`src/include/ibus_settings.svh`:
```
`ifndef IBUS_SETTINGS_SVH
`define IBUS_SETTINGS_SVH

// virtual and physical address width
`define ADDR_W      32

`define RESET_PC    32'hbfc0_0000   // boot vector in kseg1

// kseg0 and kseg1 lie in [KSEG0_BASE, KSEG2_BASE) and are unmapped
`define KSEG0_BASE  32'h8000_0000
`define KSEG2_BASE  32'hc000_0000

`endif

```
`src/hdl/ibus_pkg.sv`:
```
`include "ibus_settings.svh"

package ibus_pkg;

    typedef logic [`ADDR_W-1:0] vaddr_t;
    typedef logic [`ADDR_W-1:0] paddr_t;
    typedef logic [31:0]        inst_t;

    // bit 1 op active, bit 0 data responses go to the cop side
    typedef logic [1:0] icache_op_t;

    localparam int OP_ACTIVE = 1;
    localparam int OP_DATA   = 0;

    // {tlb_invalid, tlb_modified, tlb_refill, mapped}
    typedef logic [3:0] tu_flags_t;

    localparam int FLAG_INVALID  = 3;
    localparam int FLAG_MODIFIED = 2;
    localparam int FLAG_REFILL   = 1;
    localparam int FLAG_MAPPED   = 0;

    typedef enum logic [1:0]
    {
        F_IDLE,
        F_REQ,
        F_WAIT_DATA,
        F_EXC
    } fetch_state_t;

    typedef enum logic [1:0]
    {
        C_IDLE,
        C_DRAIN,
        C_REQ,
        C_WAIT_DATA
    } cop_state_t;

endpackage

```
`src/hdl/ibus_if.sv`:
```
`timescale 1ns/1ps

interface ibus_if
    import ibus_pkg::*;
();

    logic      req;
    vaddr_t    addr;
    logic      addr_ok;
    logic      data_ok;
    inst_t     rdata;
    tu_flags_t flags;   // translation result for addr, same cycle

    modport requester
    (
        output req,
        output addr,
        input  addr_ok,
        input  data_ok,
        input  rdata,
        input  flags
    );

    modport selector
    (
        input  req,
        input  addr,
        output addr_ok,
        output data_ok,
        output rdata,
        output flags
    );

endinterface

```
`src/hdl/cache_op_req.sv`:
```
`timescale 1ns/1ps

module cache_op_req
    import ibus_pkg::*;
(
    input  logic       clk,
    input  logic       i_rst_n,
    input  logic       i_flush,
    input  logic       i_valid,
    input  vaddr_t     i_addr,
    input  logic       i_fetch_finish,
    ibus_if.requester  bus,
    output icache_op_t o_icache_op,
    output logic       o_stall,
    output logic       o_busy,
    output logic       o_done,
    output logic       o_exc
);

    cop_state_t state;
    vaddr_t     op_addr;

    assign o_busy  = (state != C_IDLE);
    assign o_stall = o_busy;    // fetch is held for the whole operation

    assign o_icache_op[OP_ACTIVE] = o_busy;
    assign o_icache_op[OP_DATA]   = (state == C_WAIT_DATA);

    assign bus.req  = (state == C_REQ);
    assign bus.addr = op_addr;

    always_ff @(posedge clk or negedge i_rst_n)
    begin
        if (!i_rst_n)
        begin
            state  <= C_IDLE;
            o_done <= 1'b0;
            o_exc  <= 1'b0;
        end
        else
        begin
            o_done <= 1'b0;
            case (state)
                C_IDLE:
                    if (i_valid)
                        state <= C_DRAIN;
                C_DRAIN:
                    if (i_flush)
                    begin
                        state  <= C_IDLE;   // aborted before reaching the bus
                        o_done <= 1'b1;
                        o_exc  <= 1'b0;
                    end
                    else if (i_fetch_finish)
                        state <= C_REQ;
                C_REQ:
                    if (bus.flags[FLAG_REFILL])
                    begin
                        state  <= C_IDLE;
                        o_done <= 1'b1;
                        o_exc  <= 1'b1;
                    end
                    else if (bus.addr_ok)
                        state <= C_WAIT_DATA;
                C_WAIT_DATA:
                    if (bus.data_ok)
                    begin
                        state  <= C_IDLE;
                        o_done <= 1'b1;
                        o_exc  <= 1'b0;
                    end
                default:
                    state <= C_IDLE;
            endcase
        end
    end

    always_ff @(posedge clk)
    begin
        if ((state == C_IDLE) && i_valid)
            op_addr <= i_addr;
    end

endmodule

```
`src/hdl/fetch_req_gen.sv`:
```
`timescale 1ns/1ps
`include "ibus_settings.svh"

module fetch_req_gen
    import ibus_pkg::*;
(
    input  logic     clk,
    input  logic     i_rst_n,
    input  logic     i_flush,
    input  vaddr_t   i_flush_pc,
    input  logic     i_stall,
    ibus_if.requester bus,
    output logic     o_finish,
    output logic     o_inst_valid,
    output inst_t    o_inst,
    output vaddr_t   o_inst_pc,
    output logic     o_exc
);

    fetch_state_t state;
    vaddr_t       pc;
    logic [1:0]   stale_cnt;    // responses still owed to flushed requests
    logic         take_data;
    logic         drop;
    logic         flush_lost;

    assign drop       = bus.data_ok && (stale_cnt != 2'd0);
    assign take_data  = (state == F_WAIT_DATA) && bus.data_ok && (stale_cnt == 2'd0);
    assign flush_lost = i_flush && (((state == F_REQ) && bus.addr_ok) ||
                                    ((state == F_WAIT_DATA) && !take_data));

    // idle under stall also counts as finished, otherwise a stopped fetch
    // would hold the cache op in its drain phase forever
    assign o_finish = take_data ||
                      (i_stall && (stale_cnt == 2'd0) &&
                       ((state == F_IDLE) || (state == F_EXC)));

    assign bus.req  = (state == F_REQ);
    assign bus.addr = pc;
    assign o_exc    = (state == F_EXC);

    always_ff @(posedge clk or negedge i_rst_n)
    begin
        if (!i_rst_n)
        begin
            state        <= F_IDLE;
            pc           <= `RESET_PC;
            stale_cnt    <= 2'd0;
            o_inst_valid <= 1'b0;
        end
        else
        begin
            o_inst_valid <= take_data && !i_flush;
            stale_cnt    <= stale_cnt + {1'b0, flush_lost} - {1'b0, drop};
            if (i_flush)
            begin
                state <= F_IDLE;
                pc    <= i_flush_pc;
            end
            else
            begin
                case (state)
                    F_IDLE:
                        if (!i_stall)
                            state <= F_REQ;
                    F_REQ:
                        if (bus.flags[FLAG_REFILL])
                            state <= F_EXC;     // no tlb, stop until flush
                        else if (bus.addr_ok)
                            state <= F_WAIT_DATA;
                    F_WAIT_DATA:
                        if (take_data)
                        begin
                            pc    <= pc + `ADDR_W'd4;
                            state <= i_stall ? F_IDLE : F_REQ;
                        end
                    default:
                        state <= F_EXC;
                endcase
            end
        end
    end

    always_ff @(posedge clk)
    begin
        if (take_data)
        begin
            o_inst    <= bus.rdata;
            o_inst_pc <= pc;
        end
    end

    a_addr_hold: assert property (@(posedge clk) disable iff (!i_rst_n)
        bus.req && !bus.addr_ok && !i_flush && !bus.flags[FLAG_REFILL]
        |=> bus.req && $stable(bus.addr));

endmodule

```
`src/hdl/fixed_map_tu.sv`:
```
`timescale 1ns/1ps
`include "ibus_settings.svh"

module fixed_map_tu
    import ibus_pkg::*;
(
    input  logic      i_req,
    input  vaddr_t    i_vaddr,
    output tu_flags_t o_flags,
    output logic      o_mem_req,
    output paddr_t    o_mem_addr
);

    logic unmapped;

    // kseg0 and kseg1 translate by dropping the segment bits
    assign unmapped   = (i_vaddr >= `KSEG0_BASE) && (i_vaddr < `KSEG2_BASE);
    assign o_mem_addr = {3'b000, i_vaddr[`ADDR_W-4:0]};

    always_comb
    begin
        o_flags                = '0;
        o_flags[FLAG_MAPPED]   = !unmapped;
        o_flags[FLAG_REFILL]   = !unmapped;    // nothing to look up, always a miss
        o_flags[FLAG_INVALID]  = 1'b0;
        o_flags[FLAG_MODIFIED] = 1'b0;
    end

    assign o_mem_req = i_req && unmapped;

endmodule

```
`src/hdl/ifetch_bus_top.sv`:
```
`timescale 1ns/1ps

module ifetch_bus_top
    import ibus_pkg::*;
(
    input  logic   clk,
    input  logic   i_rst_n,
    input  logic   i_flush,
    input  vaddr_t i_flush_pc,
    input  logic   i_cop_valid,
    input  vaddr_t i_cop_addr,
    output logic   o_mem_req,
    output paddr_t o_mem_addr,
    input  logic   i_mem_addr_ok,
    input  logic   i_mem_data_ok,
    input  inst_t  i_mem_rdata,
    output logic   o_inst_valid,
    output inst_t  o_inst,
    output vaddr_t o_inst_pc,
    output logic   o_fetch_exc,
    output logic   o_cop_busy,
    output logic   o_cop_done,
    output logic   o_cop_exc
);

    ibus_if fetch_bus ();
    ibus_if cop_bus ();

    logic       fetch_stall;
    logic       fetch_finish;
    icache_op_t icache_op;
    logic       sel_req;
    vaddr_t     sel_vaddr;
    tu_flags_t  tu_flags;

    fetch_req_gen u_fetch
    (
        .clk          (clk),
        .i_rst_n      (i_rst_n),
        .i_flush      (i_flush),
        .i_flush_pc   (i_flush_pc),
        .i_stall      (fetch_stall),
        .bus          (fetch_bus.requester),
        .o_finish     (fetch_finish),
        .o_inst_valid (o_inst_valid),
        .o_inst       (o_inst),
        .o_inst_pc    (o_inst_pc),
        .o_exc        (o_fetch_exc)
    );

    cache_op_req u_cop
    (
        .clk            (clk),
        .i_rst_n        (i_rst_n),
        .i_flush        (i_flush),
        .i_valid        (i_cop_valid),
        .i_addr         (i_cop_addr),
        .i_fetch_finish (fetch_finish),
        .bus            (cop_bus.requester),
        .o_icache_op    (icache_op),
        .o_stall        (fetch_stall),
        .o_busy         (o_cop_busy),
        .o_done         (o_cop_done),
        .o_exc          (o_cop_exc)
    );

    inst_req_select u_sel
    (
        .clk         (clk),
        .i_rst_n     (i_rst_n),
        .i_stall     (fetch_stall),
        .i_flush     (i_flush),
        .i_icache_op (icache_op),
        .i_finish_f  (fetch_finish),
        .fetch       (fetch_bus.selector),
        .cop         (cop_bus.selector),
        .o_req       (sel_req),
        .o_vaddr     (sel_vaddr),
        .i_flags     (tu_flags),
        .i_addr_ok   (i_mem_addr_ok),
        .i_data_ok   (i_mem_data_ok),
        .i_rdata     (i_mem_rdata)
    );

    fixed_map_tu u_tu
    (
        .i_req      (sel_req),
        .i_vaddr    (sel_vaddr),
        .o_flags    (tu_flags),
        .o_mem_req  (o_mem_req),
        .o_mem_addr (o_mem_addr)
    );

endmodule

```
`src/hdl/inst_req_select.sv`:
```
`timescale 1ns/1ps

module inst_req_select
    import ibus_pkg::*;
(
    input  logic       clk,
    input  logic       i_rst_n,
    input  logic       i_stall,
    input  logic       i_flush,
    input  icache_op_t i_icache_op,
    input  logic       i_finish_f,
    ibus_if.selector   fetch,
    ibus_if.selector   cop,
    output logic       o_req,
    output vaddr_t     o_vaddr,
    input  tu_flags_t  i_flags,
    input  logic       i_addr_ok,
    input  logic       i_data_ok,
    input  inst_t      i_rdata
);

    logic finish_his;       // fetch transaction drained during this op
    logic first_cycle;
    logic fetch_owns;
    logic cop_owns;

    always_ff @(posedge clk or negedge i_rst_n)
    begin
        if (!i_rst_n)
        begin
            finish_his  <= 1'b0;
            first_cycle <= 1'b1;
        end
        else if (i_flush || !i_stall)
        begin
            finish_his  <= 1'b0;
            first_cycle <= 1'b1;
        end
        else
        begin
            if (finish_his)
                first_cycle <= 1'b0;
            if (i_finish_f)
                finish_his <= 1'b1;
        end
    end

    // one idle cycle on the bus between the last fetch and the cop request
    assign fetch_owns = !i_icache_op[OP_ACTIVE] || !finish_his;
    assign cop_owns   = i_icache_op[OP_ACTIVE] && finish_his && !first_cycle;

    always_comb
    begin
        if (fetch_owns)
        begin
            o_req   = fetch.req;
            o_vaddr = fetch.addr;
        end
        else if (cop_owns)
        begin
            o_req   = cop.req;
            o_vaddr = cop.addr;
        end
        else
        begin
            o_req   = 1'b0;
            o_vaddr = cop.addr;
        end
    end

    assign fetch.addr_ok = fetch_owns && i_addr_ok;
    assign cop.addr_ok   = cop_owns && i_addr_ok;

    // data responses follow the op code, not the request owner
    assign fetch.data_ok = !i_icache_op[OP_DATA] && i_data_ok;
    assign cop.data_ok   = i_icache_op[OP_DATA] && i_data_ok;

    assign fetch.flags = fetch_owns ? i_flags : '0;
    assign cop.flags   = cop_owns ? i_flags : '0;

    assign fetch.rdata = i_rdata;
    assign cop.rdata   = i_rdata;

    a_addr_ok_one_side: assert property (@(posedge clk) disable iff (!i_rst_n)
        !(fetch.addr_ok && cop.addr_ok));

endmodule

```
`config.mk`:
```
export PLATFORM = sky130hd
export DESIGN_NAME = ifetch_bus_top
export DESIGN_NICKNAME = d
export VERILOG_FILES = /design/src/hdl/ibus_pkg.sv /design/src/hdl/ibus_if.sv /design/src/hdl/cache_op_req.sv /design/src/hdl/fetch_req_gen.sv /design/src/hdl/fixed_map_tu.sv /design/src/hdl/ifetch_bus_top.sv /design/src/hdl/inst_req_select.sv
export VERILOG_INCLUDE_DIRS = /design/src /design/src/include
export SDC_FILE = /design/constraint.sdc
export NUM_CORES = 1
export LEC_CHECK = 0
export BUFFER_PORTS_ARGS = -buffer_cell sky130_fd_sc_hd__buf_4
export CORE_MARGIN = 2
export CORE_UTILIZATION = 45
export DETAILED_ROUTE_END_ITERATION = 8
export PLACE_DENSITY = 0.76
export SLEW_MARGIN = 10
export SYNTH_ARGS = -nofsm -noshare
export SYNTH_HDL_FRONTEND = slang
export SYNTH_SLANG_ARGS = --single-unit
```
`constraint.sdc`:
```
create_clock -name clk -period 3.13 [get_ports clk]
set_input_delay 0.626 -clock clk [delete_from_list [all_inputs] [get_ports clk]]
set_output_delay 0.626 -clock clk [all_outputs]
set_load 0.03 [all_outputs]
```
==> impl_metrics.env, run 1 <==
export IMPL_status="completed"
export IMPL_wl_per_cell_um=18.14
export IMPL_yosysUniqueCellTypes=55
export IMPL_synth_edf_count=95
export IMPL_routed_wl_um=15280
export IMPL_ys_warn_count=0
export IMPL_cp_arrival_ns=2.22
export IMPL_cts_setup_buffers=0
export IMPL_rr_endpoint="u_fetch.stale_cnt[1]"
export IMPL_fin_crit_sh_pct=90.94
export IMPL_cp_max_fo=24
export IMPL_endpoint_kind="output port"
export IMPL_grt_pass1_vias=4550
export IMPL_hpwl_um=10880
export IMPL_finalSetupViolCount=0
export IMPL_grt_use_total_pct=22.05
export IMPL_route_vias_total=4597
export IMPL_drv_slew=0
export IMPL_ys_seq_area_share_pct=66.12
export IMPL_crit_type="flop to output port"
export IMPL_crit_path_end="o_mem_addr[23]"
export IMPL_die_h_um=119.1
export IMPL_synth_top_area_share_pct=47.86
export IMPL_hold_class="input pin to async pin"
export IMPL_ir_drop_mv=0.2782
export IMPL_yosysMostFrequentCell="edfxtp_1"
export IMPL_coreArea_um2=13090
export IMPL_tightest_slew_ns=0.8178
export IMPL_syn_inst=445
export IMPL_fin_nets=763
export IMPL_vias_per_cell=5.460
export IMPL_clk_latency_ns=0.42
export IMPL_synth_top_area_cell="edfxtp_1"
export IMPL_dieArea_um2=14180
export IMPL_final_hold_viol_count=0
export IMPL_nFillCells=997
export IMPL_globalRouteMet2Util_pct=35.38
export IMPL_clk_pin_slew_worst_paths_ns=0.06
export IMPL_cts_buffer_depth=2
export IMPL_ys_flop_type="edfxtp_1"
export IMPL_swShare_pct=29.36
export IMPL_crit_chain="o21ai_4, buf_12, mux2_2, buf_4"
export IMPL_grt_start_max_net_pins=51
export IMPL_p_clk_share_pct=35.5
export IMPL_switchingPower_w=0.001635
export IMPL_maxSlewHeadroom_pct=45.15
export IMPL_synth_area_per_cell_um2=13.39
export IMPL_grt_overflow=0
export IMPL_cts_made_buffers=17
export IMPL_fin_util_pct=63.18
export IMPL_gr_usage_met3_pct=5.364
export IMPL_fp_row_count=42
export IMPL_drt_pass1_iterations=4
export IMPL_drive_above_1_share_pct=43.39
export IMPL_fp_dieW_um=119.1
export IMPL_fmax_mhz=351.3
export IMPL_cts_tree="yes"
export IMPL_initial_core_util_pct=45.55
export IMPL_fin_crit_ns=2.847
export IMPL_synthTopCellsByArea="edfxtp_1 48%, dfrtp_1 14%, mux2_2 5.9%"
export IMPL_root_buffer="clkbuf_16"
export IMPL_ys_async_sr_fraction_pct=31.16
export IMPL_slowest_stage="dfrtp_1"
export IMPL_synth_area_um2=5961
export IMPL_n_antenna_cell=0
export IMPL_grt_busiest_layer="met2"
export IMPL_p_comb_share_pct=20.9
export IMPL_totalNegativeSetupSlack_ns=0
export IMPL_ios=204
export IMPL_hold_buffers=0
export IMPL_r2r_slack_ns=0.59
export IMPL_cts_resized=0
export IMPL_ys_top_cells_by_count="95 x edfxtp_1, 33 x dfrtp_1, 32 x nand2_1, 31 x mux2_2, 22 x nor2_1"
export IMPL_cts_num_sinks=138
export IMPL_regToRegStartpoint="u_fetch.state[0]"
export IMPL_startpoint_type="flop"
export IMPL_drt_iter0_drc=411
export IMPL_crit_required_ns=2.50
export IMPL_slowest_delay_ns=0.55
export IMPL_grtUsageMet1_pct=27.86
export IMPL_area_delta_synth_final_pct=38.69
export IMPL_gp_congestion=0.8360
export IMPL_synth_seq_cells=138
export IMPL_antenna_found_initial=0
export IMPL_drc=0
export IMPL_cts_max_level=4
export IMPL_leakagePower_nw=3.313
export IMPL_pwr_share_seq_pct=43.5
export IMPL_power_density_nw_per_um2=673.6
export IMPL_setup_worst_path_start="u_cop.state[1]"
export IMPL_max_cap_violations=0
export IMPL_reg2reg_depth=8
export IMPL_rsz0062_at_grt="no"
export IMPL_p_int_w=0.003933
export IMPL_detail_route_antenna_nets=0
export IMPL_finClkSkew_ns=0.006234
export IMPL_grt_pass1_wl_um=23810
export IMPL_portBuffers=199
==> layout make-up <==
cell class	instances	area [µm²]	area share, %
timing repair buffer	208	1574	19.04
inverter	14	52.55	0.6357
sequential	138	3941	47.68
tap	176	220.2	2.664
clock inverter	14	155.1	1.877
multi-input combinational	274	1894	22.92
clock buffer	18	429.2	5.191
==> power groups by stage <==
stage | Clock [W] | Combinational (W) | Sequential [W]
finish | 0.00198 | 0.00117 | 0.00243
CTS | 0.00201 | 0.00117 | 0.00242
global route | 0.00210 | 0.00126 | 0.00245
detailed placement | 0 | 0.00116 | 0.00245
floorplan | 0 | 0.000716 | 0.00242
global placement | 0 | 0.00113 | 0.00244
==> worst min-delay path by stage <==
| stage | start | endpoint | slack [ns] |
|---|---|---|---|
| detailed placement | u_fetch.bus.addr[0] | u_fetch.o_inst_pc[0] | 0.46 |
| floorplan | i_rst_n | u_cop.o_done | 0.33 |
| finish | i_rst_n | u_fetch.bus.addr[0] | 0.21 |
| global placement | u_fetch.bus.addr[0] | u_fetch.o_inst_pc[0] | 0.45 |
| CTS | i_rst_n | u_fetch.bus.addr[10] | 0.22 |
| global route | i_rst_n | u_fetch.bus.addr[0] | 0.24 |
==> cells in the final DEF (no fill, tap or decap), drive strengths merged, types with 10 or more instances in the layout <==
cell type	instances
nand3	21
o21ai	22
nand4	18
edfxtp	95
inv	14
nor2	22
clkbuf	18
buf	208
or4	13
dfrtp	33
dfstp	10
mux2	31
nand2	32
a31oi	12
==> sequential cells by signal, indices dropped and copies added (netlist names), 2 cells and up <==
| signal | count |
|---|---|
| u_fetch.stale_cnt | 2 |
| u_fetch.o_inst_pc | 32 |
| u_fetch.state | 2 |
| u_fetch.o_inst | 32 |
| u_cop.bus.addr | 31 |
| u_fetch.bus.addr | 32 |
| u_cop.state | 2 |
==> routing by layer <==
layer | up-vias | wire length (µm)
li1 | 2126 | -
met1 | 2213 | 6019
met2 | 226 | 7628
met3 | 32 | 1185
met4 | 0 | 444
met5 | - | 0
==> worst max-delay path, delay by kind of cell, from the launching register on <==
family | cells | cell delay, ns
compound gates | 1 | 0.45
buf+inv | 2 | 0.41
flops | 1 | 0.55
mux | 1 | 0.37
==> metrics by stage <==
step,cell area (µm²),hold slack (ns),std cells,power (W),setup slack (ns)
after floorplan,5968,0.3304,447,0.003137,0.1153
after global placement,7682,0.4469,810,0.003572,0.7403
after detailed placement,7682,0.4570,810,0.003618,0.6115
after CTS,8267,0.2178,842,0.005605,0.2659
after global routing,8267,0.2425,842,0.005807,0.2076
final,8267,0.2075,842,0.005568,0.2835
==> logic make-up after synthesis <==
logic type	after synthesis	synth area share, %
AND/OR/NAND/NOR	145	13.75
adder cells (fa/ha/maj)	8	1.679
XOR/XNOR	10	1.469
buffers and inverters	35	2.414
other	1	0.06291
flip-flops	138	66.12
multiplexers	32	6.024
AO/OA/AOI/OAI	76	8.480
Note: power is estimated with default switching activity, not from simulation.
==> run 2, diff against run 1 <==
Settings changed: CORE_ASPECT_RATIO set to 0.6.
==> run 2 against run 1 <==
- clock skew increased by 0.0032 ns
- total power fell by 0.57%
- via count is 1.9% higher
- first-iteration DRC count up 0.97%
- die area rose by 0.21%
- clock-buffer cell count unchanged
- clock power decreased by 3%
==> impl_metrics.env, run 2 (synthesized netlist as in run 1, its figures left out) <==
export IMPL_clk_pin_slew_worst_paths_ns=0.06
export IMPL_drc=0
export IMPL_portBuffers=199
export IMPL_totalNegativeSetupSlack_ns=0
export IMPL_finalSetupViolCount=0
export IMPL_root_buffer="clkbuf_16"
export IMPL_slowest_delay_ns=0.55
export IMPL_fin_nets=763
export IMPL_coreArea_um2=12890
export IMPL_crit_type="flop to output port"
export IMPL_detail_route_antenna_nets=0
export IMPL_fp_row_count=32
export IMPL_pwr_share_seq_pct=43.9
export IMPL_tightest_slew_ns=0.8763
export IMPL_antenna_found_initial=0
export IMPL_critPathTopFamily="flip-flops"
export IMPL_rsz0062_at_grt="no"
export IMPL_p_clk_share_pct=34.9
export IMPL_layout_common_cells="206 x buf_4, 95 x edfxtp_1, 33 x dfrtp_1"
export IMPL_routed_wl_um=16550
export IMPL_finClkSkew_ns=0.009470
export IMPL_grt_pass1_wl_um=25270
export IMPL_fin_crit_sh_pct=90.92
export IMPL_gp_congestion=0.8773
export IMPL_crit_chain="o21ai_4, buf_12, mux2_2, buf_4"
export IMPL_wl_per_cell_um=19.79
export IMPL_path_buf_inv=2
export IMPL_grt_use_total_pct=23.45
export IMPL_cts_buffer_depth=2
export IMPL_cts_setup_buffers=0
export IMPL_fin_crit_ns=2.846
export IMPL_maxSlewHeadroom_pct=41.58
export IMPL_grt_pass1_vias=4599
export IMPL_final_hold_viol_count=0
export IMPL_die_h_um=93.15
export IMPL_drt_pass1_iterations=5
export IMPL_leakagePower_nw=3.304
export IMPL_fp_dieW_um=152.6
export IMPL_max_cap_violations=0
export IMPL_power_density_nw_per_um2=670.8
export IMPL_hold_buffers=0
export IMPL_clk_latency_ns=0.42
export IMPL_dp_cells=804
export IMPL_fmax_mhz=351.4
export IMPL_vias_per_cell=5.603
export IMPL_n_antenna_cell=0
export IMPL_hpwl_um=11730
export IMPL_route_vias_total=4684
export IMPL_cts_num_sinks=138
export IMPL_cts_resized=0
export IMPL_ir_drop_mv=0.4972
export IMPL_drv_slew=0
export IMPL_slowest_stage="dfrtp_1"
export IMPL_crit_required_ns=2.50
export IMPL_p_int_w=0.003804
export IMPL_grt_overflow=0
export IMPL_cts_made_buffers=17
export IMPL_endpoint_kind="output port"
export IMPL_cp_arrival_ns=2.22
export IMPL_drive_above_1_share_pct=43.84
export IMPL_cts_tree="yes"
export IMPL_fin_cells=836
export IMPL_grt_start_max_net_pins=44
export IMPL_initial_core_util_pct=46.23
export IMPL_ios=204
export IMPL_dieArea_um2=14210
export IMPL_cts_max_level=4
export IMPL_mostFrequentLayoutCell="buf_4"
export IMPL_p_comb_share_pct=21.3
export IMPL_startpoint_type="flop"
export IMPL_area_delta_synth_final_pct=38.48
export IMPL_cp_max_fo=25
export IMPL_status="completed"
export IMPL_drt_iter0_drc=415
export IMPL_hold_class="input pin to async pin"
export IMPL_swShare_pct=31.29
export IMPL_switchingPower_w=0.001732
## run 2: cell count changes in the layout (fill, tap and decap cells not counted), sizes merged
cell | previous run | this run
clkinv | 7 | 3
bufinv | 3 | 1
inv | 14 | 20
## run 2: power by group through the flow
stage	Clock, W	Sequential (W)	Combinational, W
2_1_floorplan	0	0.00242	0.000716
5_1_grt	0.00205	0.00245	0.00127
4_1_cts	0.00195	0.00242	0.00118
3_5_place_dp	0	0.00246	0.00118
3_3_place_gp	0	0.00244	0.00114
6_report	0.00193	0.00243	0.00118
## run 2: per-layer routing
layer / vias to the layer above / GRT usage [%] / wire (µm)
li1: 2125 / - / -
met3: 22 / 7.831 / 1570
met2: 252 / 35.20 / 7515
met4: 0 / 7.253 / 217
met5: - / 0 / 0
met1: 2285 / 32.56 / 7244
## run 2: worst paths after layout
check	endpoint	slack (ns)	depth (start not counted)	start
setup / recovery	o_mem_addr[24]	0.28	4	u_cop.state[1]
hold / removal	u_fetch.bus.addr[0]	0.20	1	i_rst_n
setup reg to reg	u_fetch.stale_cnt[1]	0.59	8	u_fetch.state[0]
hold reg to reg	u_fetch.o_inst_pc[1]	0.48	0	u_fetch.bus.addr[1]
max in group asynchronous	u_fetch.state[1]	2.51	1	i_rst_n
min in group clk	u_cop.bus.addr[1]	0.38	1	i_cop_addr[1]
## run 2: cell type report
cell class / count / area (µm²)
clock inverters: 14 / 136.4
inverters: 14 / 52.55
clock buffers: 18 / 429.2
well taps: 170 / 212.7
repair buffers: 208 / 1587
flip-flops and latches: 138 / 3941
fillers: 998 / 4638
multi-input cells: 274 / 1896
## run 2: stage by stage
step / area [µm²] / utilization (%) / power, W / hold slack [ns] / worst slack [ns]
global placement: 7689 / 59.64 / 0.003589 / 0.4493 / 0.7120
floorplan: 5968 / - / 0.003137 / 0.3304 / 0.1153
detailed placement: 7689 / 59.64 / 0.003641 / 0.4681 / 0.6307
global route: 8254 / 64.02 / 0.005766 / 0.2373 / 0.1839
finish: 8254 / 64.02 / 0.005537 / 0.1950 / 0.2842
CTS: 8254 / 64.02 / 0.005562 / 0.2249 / 0.2845
## run 2: worst register-to-register path, delay by kind of cell, from the launching register on
family | cells | cell delay [ns]
xor gates and xnor gates | 2 | 0.25
adders and majority gates | 2 | 0.50
buffers and inverters | 1 | 0.11
DFF | 1 | 0.45
and+or+nand+nor | 1 | 0.48
AOI/OAI and AO/OA | 2 | 0.62
==> run 3, diff against run 2 <==
Settings changed: PLACE_DENSITY 0.76 to 0.72.
==> run 3 against run 2 <==
- worst setup slack worse by 0.11 ns
- largest power group unchanged
- sequential cell count unchanged
- sequential power barely moved
- highest routed layer unchanged
==> impl_metrics.env, run 3 (synthesized netlist as in run 1, its figures left out) <==
export IMPL_tightest_slew_ns=0.8711
export IMPL_endpoint_kind="output port"
export IMPL_hold_buffers=0
export IMPL_nFillCells=993
export IMPL_finClkSkew_ns=0.007612
export IMPL_cp_max_fo=22
export IMPL_n_antenna_cell=0
export IMPL_startpoint_type="flop"
export IMPL_grt_pass1_vias=4432
export IMPL_fin_crit_sh_pct=94.43
export IMPL_crit_type="flop to output port"
export IMPL_mostFrequentLayoutCell="buf_4"
export IMPL_cts_resized=0
export IMPL_placed_area_um2=7666
export IMPL_final_hold_viol_count=0
export IMPL_drc=0
export IMPL_fp_row_count=32
export IMPL_fp_dieW_um=152.6
export IMPL_drive_above_1_share_pct=43.74
export IMPL_maxSlewHeadroom_pct=41.93
export IMPL_grt_pass1_wl_um=24440
export IMPL_drv_slew=0
export IMPL_drt_iter0_drc=336
export IMPL_crit_required_ns=2.50
export IMPL_clk_pin_slew_worst_paths_ns=0.06
export IMPL_gp_congestion=0.8690
export IMPL_cts_tree="yes"
export IMPL_fin_crit_ns=2.956
export IMPL_totalNegativeSetupSlack_ns=0
export IMPL_root_buffer="clkbuf_16"
export IMPL_cts_max_level=4
export IMPL_cts_num_sinks=138
export IMPL_initial_core_util_pct=46.23
export IMPL_rsz0062_at_grt="no"
export IMPL_hold_ws_ns=0.2094
export IMPL_dieArea_um2=14210
export IMPL_finalSetupViolCount=0
export IMPL_power_density_nw_per_um2=666.8
export IMPL_grt_use_total_pct=22.59
export IMPL_dp_cells=801
export IMPL_grt_start_max_net_pins=55
export IMPL_detail_route_antenna_nets=0
export IMPL_clk_latency_ns=0.42
export IMPL_antenna_found_initial=0
export IMPL_p_total_w=0.005484
export IMPL_routed_wl_um=16080
export IMPL_vias_per_cell=5.457
export IMPL_ir_drop_mv=0.4024
export IMPL_portBuffers=199
export IMPL_final_cell_area_um2=8224
export IMPL_hold_class="input pin to async pin"
export IMPL_die_h_um=93.15
export IMPL_area_delta_synth_final_pct=37.97
export IMPL_route_vias_total=4546
export IMPL_fin_cells=833
export IMPL_layout_common_cells="203 x buf_4, 95 x edfxtp_1, 33 x dfrtp_1"
export IMPL_cts_buffer_depth=2
export IMPL_grt_overflow=0
export IMPL_drt_pass1_iterations=5
export IMPL_coreArea_um2=12890
export IMPL_leakagePower_nw=3.290
export IMPL_max_cap_violations=0
export IMPL_fin_nets=760
export IMPL_status="completed"
export IMPL_fmax_mhz=338.4
export IMPL_cp_arrival_ns=2.33
export IMPL_cts_setup_buffers=0
export IMPL_hpwl_um=11550
export IMPL_cts_made_buffers=17
export IMPL_ios=204
export IMPL_wl_per_cell_um=19.30
==> run 3: metrics by stage <==
stage	utilization [%]	setup slack, ns
2_1_floorplan	-	0.1153
3_3_place_gp	59.46	0.6427
3_5_place_dp	59.46	0.5748
4_1_cts	63.79	0.1633
5_1_grt	63.79	0.06578
6_report	63.79	0.1745
==> run 3: cell type report <==
cell class / instances / area, µm² / share of cell area, %
flip-flops and latches: 138 / 3941 / 47.92
multi-input cells: 274 / 1896 / 23.05
well taps: 170 / 212.7 / 2.586
repair buffers: 205 / 1564 / 19.02
clock buffers: 17 / 425.4 / 5.173
inverters: 14 / 52.55 / 0.6390
clock inverters: 15 / 132.6 / 1.613
==> run 3: critical path, cell delays in order, from the launching register on <==
cell	delay, ns
dfrtp_1	0.56
o21ai_4	0.55
buf_12	0.26
mux2_2	0.36
buf_4	0.17
==> run 3: metal layers <==
layer	vias up	routed length (µm)	GRT usage [%]
met5	-	0	0
met4	0	134	6.713
met3	14	1559	7.275
met2	218	7206	34.23
met1	2194	7175	31.39
li1	2120	-	-
==> run 3: report_power, final <==
| part | switching, W | internal [W] |
|---|---|---|
| combinational | 0.000702 | 0.000480 |
| clock | 0.000842 | 0.00104 |
| sequential | 0.000205 | 0.00221 |
==> run 3: worst paths after layout <==
path / from / end / slack [ns] / cells after the start
setup reg to reg: u_fetch.state[0] / u_fetch.bus.addr[17] / 0.52 / 6
setup / recovery: u_cop.state[1] / o_mem_addr[14] / 0.17 / 4
hold reg to reg: u_fetch.bus.addr[0] / u_fetch.o_inst_pc[0] / 0.48 / 0
hold / removal: i_rst_n / u_fetch.bus.addr[0] / 0.21 / 1
min in group clk: i_cop_addr[1] / u_cop.bus.addr[1] / 0.38 / 1
max in group asynchronous: i_rst_n / u_fetch.bus.addr[11] / 2.52 / 1
